$ cat config.mk
export PLATFORM = sky130hd
export DESIGN_NAME = execute_unit
export DESIGN_NICKNAME = d
export VERILOG_FILES = /design/src/source/rv_isa_pkg.sv /design/src/source/core_cfg_pkg.sv /design/src/source/execute_unit.sv
export SDC_FILE = /design/constraint.sdc
export NUM_CORES = 1
export LEC_CHECK = 0
export BUFFER_PORTS_ARGS = -buffer_cell sky130_fd_sc_hd__buf_4
export CORE_ASPECT_RATIO = 0.8
export CORE_MARGIN = 3
export CORE_UTILIZATION = 30
export CTS_BUF_LIST = sky130_fd_sc_hd__clkbuf_16
export DETAILED_ROUTE_END_ITERATION = 10
export GPL_ROUTABILITY_DRIVEN = 0
export RECOVER_POWER = 50
export SYNTH_ARGS = -nofsm -noshare
export SYNTH_HDL_FRONTEND = slang
export SYNTH_SLANG_ARGS = --single-unit
$ cat constraint.sdc
create_clock -name clk -period 9.35 [get_ports clk]
set_clock_uncertainty 0.15 [all_clocks]
set_input_delay 1.4025 -clock clk [delete_from_list [all_inputs] [get_ports clk]]
set_output_delay 1.4025 -clock clk [all_outputs]
set_load 0.02 [all_outputs]
$ cat src/source/rv_isa_pkg.sv
package rv_isa_pkg;

    // Major opcodes
    localparam logic [6:0] OPC_OP     = 7'b0110011;
    localparam logic [6:0] OPC_OP_IMM = 7'b0010011;
    localparam logic [6:0] OPC_LOAD   = 7'b0000011;
    localparam logic [6:0] OPC_STORE  = 7'b0100011;
    localparam logic [6:0] OPC_BRANCH = 7'b1100011;

    localparam logic [2:0] F3_ADD_SUB = 3'b000;
    localparam logic [2:0] F3_XOR     = 3'b100;
    localparam logic [2:0] F3_OR      = 3'b110;
    localparam logic [2:0] F3_AND     = 3'b111;
    localparam logic [2:0] F3_BNE     = 3'b001;
    localparam logic [6:0] F7_SUB     = 7'b0100000;

    // ALU operation codes
    localparam logic [2:0] ALU_ADD = 3'd0;
    localparam logic [2:0] ALU_SUB = 3'd1;
    localparam logic [2:0] ALU_AND = 3'd2;
    localparam logic [2:0] ALU_OR  = 3'd3;
    localparam logic [2:0] ALU_XOR = 3'd4;

    typedef struct packed {
        logic [6:0] funct7;
        logic [4:0] rs2;
        logic [4:0] rs1;
        logic [2:0] funct3;
        logic [4:0] rd;
        logic [6:0] opcode;
    } r_fmt_t;

    typedef struct packed {
        logic [6:0] imm_hi;
        logic [4:0] rs2;
        logic [4:0] rs1;
        logic [2:0] funct3;
        logic [4:0] imm_lo;
        logic [6:0] opcode;
    } sb_fmt_t;

    // Same word, register view or store/branch view
    typedef union packed {
        r_fmt_t  r;
        sb_fmt_t sb;
    } inst_word_u;

endpackage

$ cat src/source/core_cfg_pkg.sv
package core_cfg_pkg;

    // Word-address widths of the two memories
    localparam int IMEM_AW = 8;
    localparam int DMEM_AW = 8;

    // 64 two-bit counters
    localparam int BHT_AW = 6;

    localparam logic [31:0] RESET_PC = 32'h0000_0000;

    // addi x0, x0, 0
    localparam logic [31:0] NOP_WORD = 32'h0000_0013;

endpackage

$ cat src/source/execute_unit.sv
`timescale 1ns/10ps

module execute_unit
    import rv_isa_pkg::*;
    import core_cfg_pkg::*;
(
    input  logic              clk,
    input  logic              rst,
    input  logic [31:0]       id_pc,
    input  logic [31:0]       id_rs1_val,
    input  logic [31:0]       id_rs2_val,
    input  logic [4:0]        id_rs1,
    input  logic [4:0]        id_rs2,
    input  logic [4:0]        id_rd,
    input  logic [31:0]       id_imm,
    input  logic [2:0]        id_alu_op,
    input  logic              id_alu_src,
    input  logic              id_mem_read,
    input  logic              id_mem_write,
    input  logic              id_reg_write,
    input  logic              id_branch,
    input  logic              id_branch_ne,
    input  logic              id_pred_taken,
    input  logic              wb_en,
    input  logic [4:0]        wb_rd,
    input  logic [31:0]       wb_data,
    output logic              redirect,
    output logic [31:0]       redirect_pc,
    output logic              bht_upd,
    output logic [BHT_AW-1:0] bht_upd_idx,
    output logic              bht_upd_taken,
    output logic [31:0]       ex_alu_result,
    output logic [31:0]       ex_store_data,
    output logic [4:0]        ex_rd,
    output logic              ex_mem_read,
    output logic              ex_mem_write,
    output logic              ex_reg_write
);

    logic [31:0] fwd_a;
    logic [31:0] fwd_b;
    logic [31:0] opnd_b;
    logic [31:0] result;
    logic        taken;

    // EX/MEM first, then MEM/WB
    always_comb begin
        if (ex_reg_write && ex_rd != 5'd0 && ex_rd == id_rs1) begin
            fwd_a = ex_alu_result;
        end else if (wb_en && wb_rd != 5'd0 && wb_rd == id_rs1) begin
            fwd_a = wb_data;
        end else begin
            fwd_a = id_rs1_val;
        end
        if (ex_reg_write && ex_rd != 5'd0 && ex_rd == id_rs2) begin
            fwd_b = ex_alu_result;
        end else if (wb_en && wb_rd != 5'd0 && wb_rd == id_rs2) begin
            fwd_b = wb_data;
        end else begin
            fwd_b = id_rs2_val;
        end
    end

    assign opnd_b = id_alu_src ? id_imm : fwd_b;

    always_comb begin
        case (id_alu_op)
            ALU_SUB: result = fwd_a - opnd_b;
            ALU_AND: result = fwd_a & opnd_b;
            ALU_OR:  result = fwd_a | opnd_b;
            ALU_XOR: result = fwd_a ^ opnd_b;
            default: result = fwd_a + opnd_b;
        endcase
    end

    assign taken = id_branch_ne ? (fwd_a != fwd_b) : (fwd_a == fwd_b);

    // Fix up only when the prediction was wrong
    assign redirect      = id_branch && (taken != id_pred_taken);
    assign redirect_pc   = taken ? id_pc + id_imm : id_pc + 32'd4;
    assign bht_upd       = id_branch;
    assign bht_upd_idx   = id_pc[BHT_AW+1:2];
    assign bht_upd_taken = taken;

    always_ff @(posedge clk) begin
        if (rst) begin
            ex_rd        <= 5'd0;
            ex_mem_read  <= 1'b0;
            ex_mem_write <= 1'b0;
            ex_reg_write <= 1'b0;
        end else begin
            ex_rd        <= id_rd;
            ex_mem_read  <= id_mem_read;
            ex_mem_write <= id_mem_write;
            ex_reg_write <= id_reg_write;
        end
    end

    always_ff @(posedge clk) begin
        ex_alu_result <= result;
        ex_store_data <= fwd_b;
    end

endmodule

==> results.txt <==
Post-Syn Area per Cell: 7.300 um2
Die Area: 37560 um2
DRC viols: 0
Synth area leaders: ha_1, dfxtp_1, xnor2_1
First-pass DRT Iterations: 7
Crit path DAT: 6760 ps
Post-CTS setup buffer count: 0
Critical path buffers and inverters: 3
Hpwl dp: 37700 um
Final setup TNS: 0 ps
Fillcell total: 3696
Syn-to-layout area delta: 25.29%
Power share of the clock group: 0.216
ANT nets after route: 0
Clock Sinks: 72
Required @ worst endpoint: 7800 ps
Part of the Yosys area used for sequential elements: 0.1363
Die W: 215.9 um
Yosys reg bits: 72
Post-synth top area cell: ha_1
PortBufs: 305
Clock latency on the worst-skew pair: 380 ps
Fmax achieved: 120.3 MHz
Initial antenna violation count: 0
Kind of end point of the critical path: primary output
Vias in the first global route: 11380
Vias/cell: 5.587
Final hold vios: 0
Maximum vdd drop: 0.1109 mV
Worst path cell trace: clkbuf_1 -> or4_1 -> o211ai_4 -> nor2_4 -> mux2i_1 -> o21ai_0 -> xor2_1 -> nor4_1 -> nand4_1 -> xor2_4 -> buf_4 -> xnor2_1 -> and2_1 -> buf_4
Async set-reset flop share out of synthesis: 0
Total power: 1.724 mW
Root buffer cell: clkbuf_16
Number of nets in the layout: 2029
First-pass GRT wire length: 69470 um
Congestion Overflow GR: 0
TritonCTS clock tree: built
Final wirelength: 47660 um
Number of CTS-inserted buffers: 9
1st-iter DRT viols: 1393
P_int: 0.9223 mW
Area share of the largest cell type after synthesis: 0.1490
Sequential group share of total power: 0.248
Synthesized net count: 1770
Routed len/inst: 21.88 um
Warnings, synthesis: 0
Post-CTS Hold Buffers: 0
Num rows: 60
Post-CTS sizing: 0
Relative slew slack: 0.2078
# IOs: 306
Critical path peak fanout: 38
Vias: 12170
Leakage: 5.731 nW
RSZ-0062 raised after global routing: no
Slowest stage delay, CP: 940 ps
Slew Viols, Final: 0
Post-route clock period utilization: 0.8889
Critical Path Most Common Cell: buf_4
Combinational share of power: 0.536
Cells after synthesis: 1449
Tot GR Track Use: 0.2414
Largest net degree at the start of global routing: 58
Final setup violation count: 0
Minimum clock period: 8311 ps
Clock Pin Slew Worst Setup and Hold Paths: 60 ps
Core Area: 34160 um2
Status: finished, final reports clean
H-tree depth: 3
Clock Path Buffers: 2
Worst Tran Pin Value: 1183 ps
Fraction of layout cells with a size suffix above 1: 0.1745
Top_reg_cell synth: dfxtp_1
Setup Crit Path Kind: primary input to primary output
Max Cap Viol: 0
Synthesized cell area: 10580 um2
Yosys cell types: 75
Worst Hold Class: flop to flop
CP Launch Type: primary input
Starting density of the core: 0.3097
Crit path max-delay family: simple AND/OR/NAND/NOR gates
Die Ht: 174.0 um
Power per Cell Area: 130.1 nW/um2
CP max-delay cell: o211ai_4
EDFF count, synth: 0
Switching share of power: 0.4652
N_diodes: 0
Switch Pwr: 0.8021 mW
## routing by layer
layer / routed length, um / track usage / up-vias
met5: 0 / 0 / -
met4: 1623 / 0.08176 / 0
met3: 4975 / 0.07183 / 95
met2: 20750 / 0.3800 / 703
met1: 20320 / 0.3158 / 5659
li1: - / - / 5712
## path summary, 6_finish.rpt
| path | depth (start not counted) | endpoint | slack, ps | start |
|---|---|---|---|---|
| max | 14 | redirect | 1040 | wb_rd[1] |
| min | 2 | ex_store_data[8] | 450 | ex_alu_result[8] |
| max reg2reg | 21 | ex_alu_result[30] | 2420 | ex_rd[1] |
| min reg2reg | 2 | ex_store_data[8] | 450 | ex_alu_result[8] |
## tightest hold or removal path, delay by kind of cell (launching register included)
family / cells / cell delay [ps]
AND/OR/NAND/NOR: 1 / 110
AO/OA/AOI/OAI: 1 / 90
flip-flops: 1 / 340
## cells by family (layout without fill, tap and decap cells)
group / Yosys count / in the layout / share of synthesized area
AND/OR/NAND/NOR: 430 / 430 / 0.2037
AO/OA/AOI/OAI: 413 / 413 / 0.2427
adder cells (fa/ha/maj): 129 / 129 / 0.1538
flip-flops: 72 / 72 / 0.1363
XOR/XNOR: 166 / 166 / 0.1382
multiplexers: 52 / 52 / 0.05145
buffers and inverters: 187 / 451 / 0.07393
## power groups by stage
stage,Sequential (mW),Combinational [mW],Clock (mW)
2_1_floorplan,0.474,0.520,0
6_report,0.427,0.924,0.373
3_5_place_dp,0.433,0.958,0
4_1_cts,0.427,0.963,0.380
5_1_grt,0.433,0.997,0.389
3_3_place_gp,0.435,0.948,0
## state kept, by name (all words and copies together), names as in the netlist
signal and flops:
ex_rd 5, ex_mem_write 1, ex_store_data 32, ex_mem_read 1
ex_reg_write 1, ex_alu_result 32
## Yosys cell counts, types with 5 or more instances
| cell type | number |
|---|---|
| o21ai_1 | 9 |
| nor4_1 | 9 |
| nor2b_1 | 14 |
| a31oi_2 | 5 |
| o22ai_1 | 9 |
| nor2_1 | 86 |
| dfxtp_1 | 72 |
| a211oi_1 | 21 |
| buf_2 | 16 |
| ha_1 | 126 |
| nand4_1 | 16 |
| mux2i_1 | 46 |
| nand2_1 | 95 |
| o31ai_1 | 9 |
| clkbuf_1 | 43 |
| nor3_1 | 74 |
| and3_1 | 16 |
| a21oi_1 | 96 |
| buf_4 | 12 |
| or3_1 | 25 |
| buf_1 | 5 |
| o221ai_1 | 8 |
| o21bai_1 | 5 |
| a31oi_1 | 59 |
| xnor2_1 | 118 |
| nand2b_1 | 8 |
| o21ai_0 | 120 |
| a21o_1 | 28 |
| xor2_1 | 47 |
| inv_1 | 108 |
| and2_1 | 10 |
| o21a_1 | 10 |
| nand3_1 | 53 |
## through the flow
step,instance area (um2),hold WS (ps),setup slack [ps],instances,util
3_5_place_dp,13270,418.7,1096,2162,0.3885
5_1_grt,13250,469.1,741.2,2178,0.3880
3_3_place_gp,13270,416.1,1137,2162,0.3885
2_1_floorplan,10580,464.4,2326,1449,-
6_report,13250,453.1,1039,2178,0.3880
4_1_cts,13560,439.3,1108,2178,0.3969
## cells in the final DEF (no fill, tap or decap), drive strengths merged, types with 9 or more instances in the layout
| master | Yosys | final |
|---|---|---|
| or3 | 25 | 25 |
| ha | 126 | 126 |
| mux2i | 49 | 49 |
| nand4 | 17 | 17 |
| buf | 35 | 239 |
| o22ai | 9 | 9 |
| o31ai | 10 | 10 |
| nor4 | 10 | 10 |
| a21o | 28 | 28 |
| inv | 109 | 110 |
| xor2 | 48 | 48 |
| clkbuf | 43 | 96 |
| nor3 | 75 | 75 |
| o21ai | 130 | 130 |
| a31oi | 65 | 65 |
| and3 | 16 | 16 |
| o21a | 10 | 10 |
| nor2b | 14 | 14 |
| nand2 | 95 | 95 |
| xnor2 | 118 | 118 |
| a21oi | 96 | 96 |
| nand3 | 54 | 54 |
| nor2 | 87 | 87 |
| and2 | 10 | 10 |
| dfxtp | 72 | 72 |
| a211oi | 21 | 21 |
## layout make-up
class,instances,area (um2),area share
Multi-Input combinational cell,1190,8388,0.6329
Timing Repair Buffer,326,2143,0.1617
Sequential cell,72,1441,0.1088
Tap cell,465,581.8,0.04390
Inverter,109,409.1,0.03087
Clock buffer,9,225.2,0.01699
Clock inverter,7,63.81,0.004815
No activity file was read; power rests on OpenSTA's default activity.
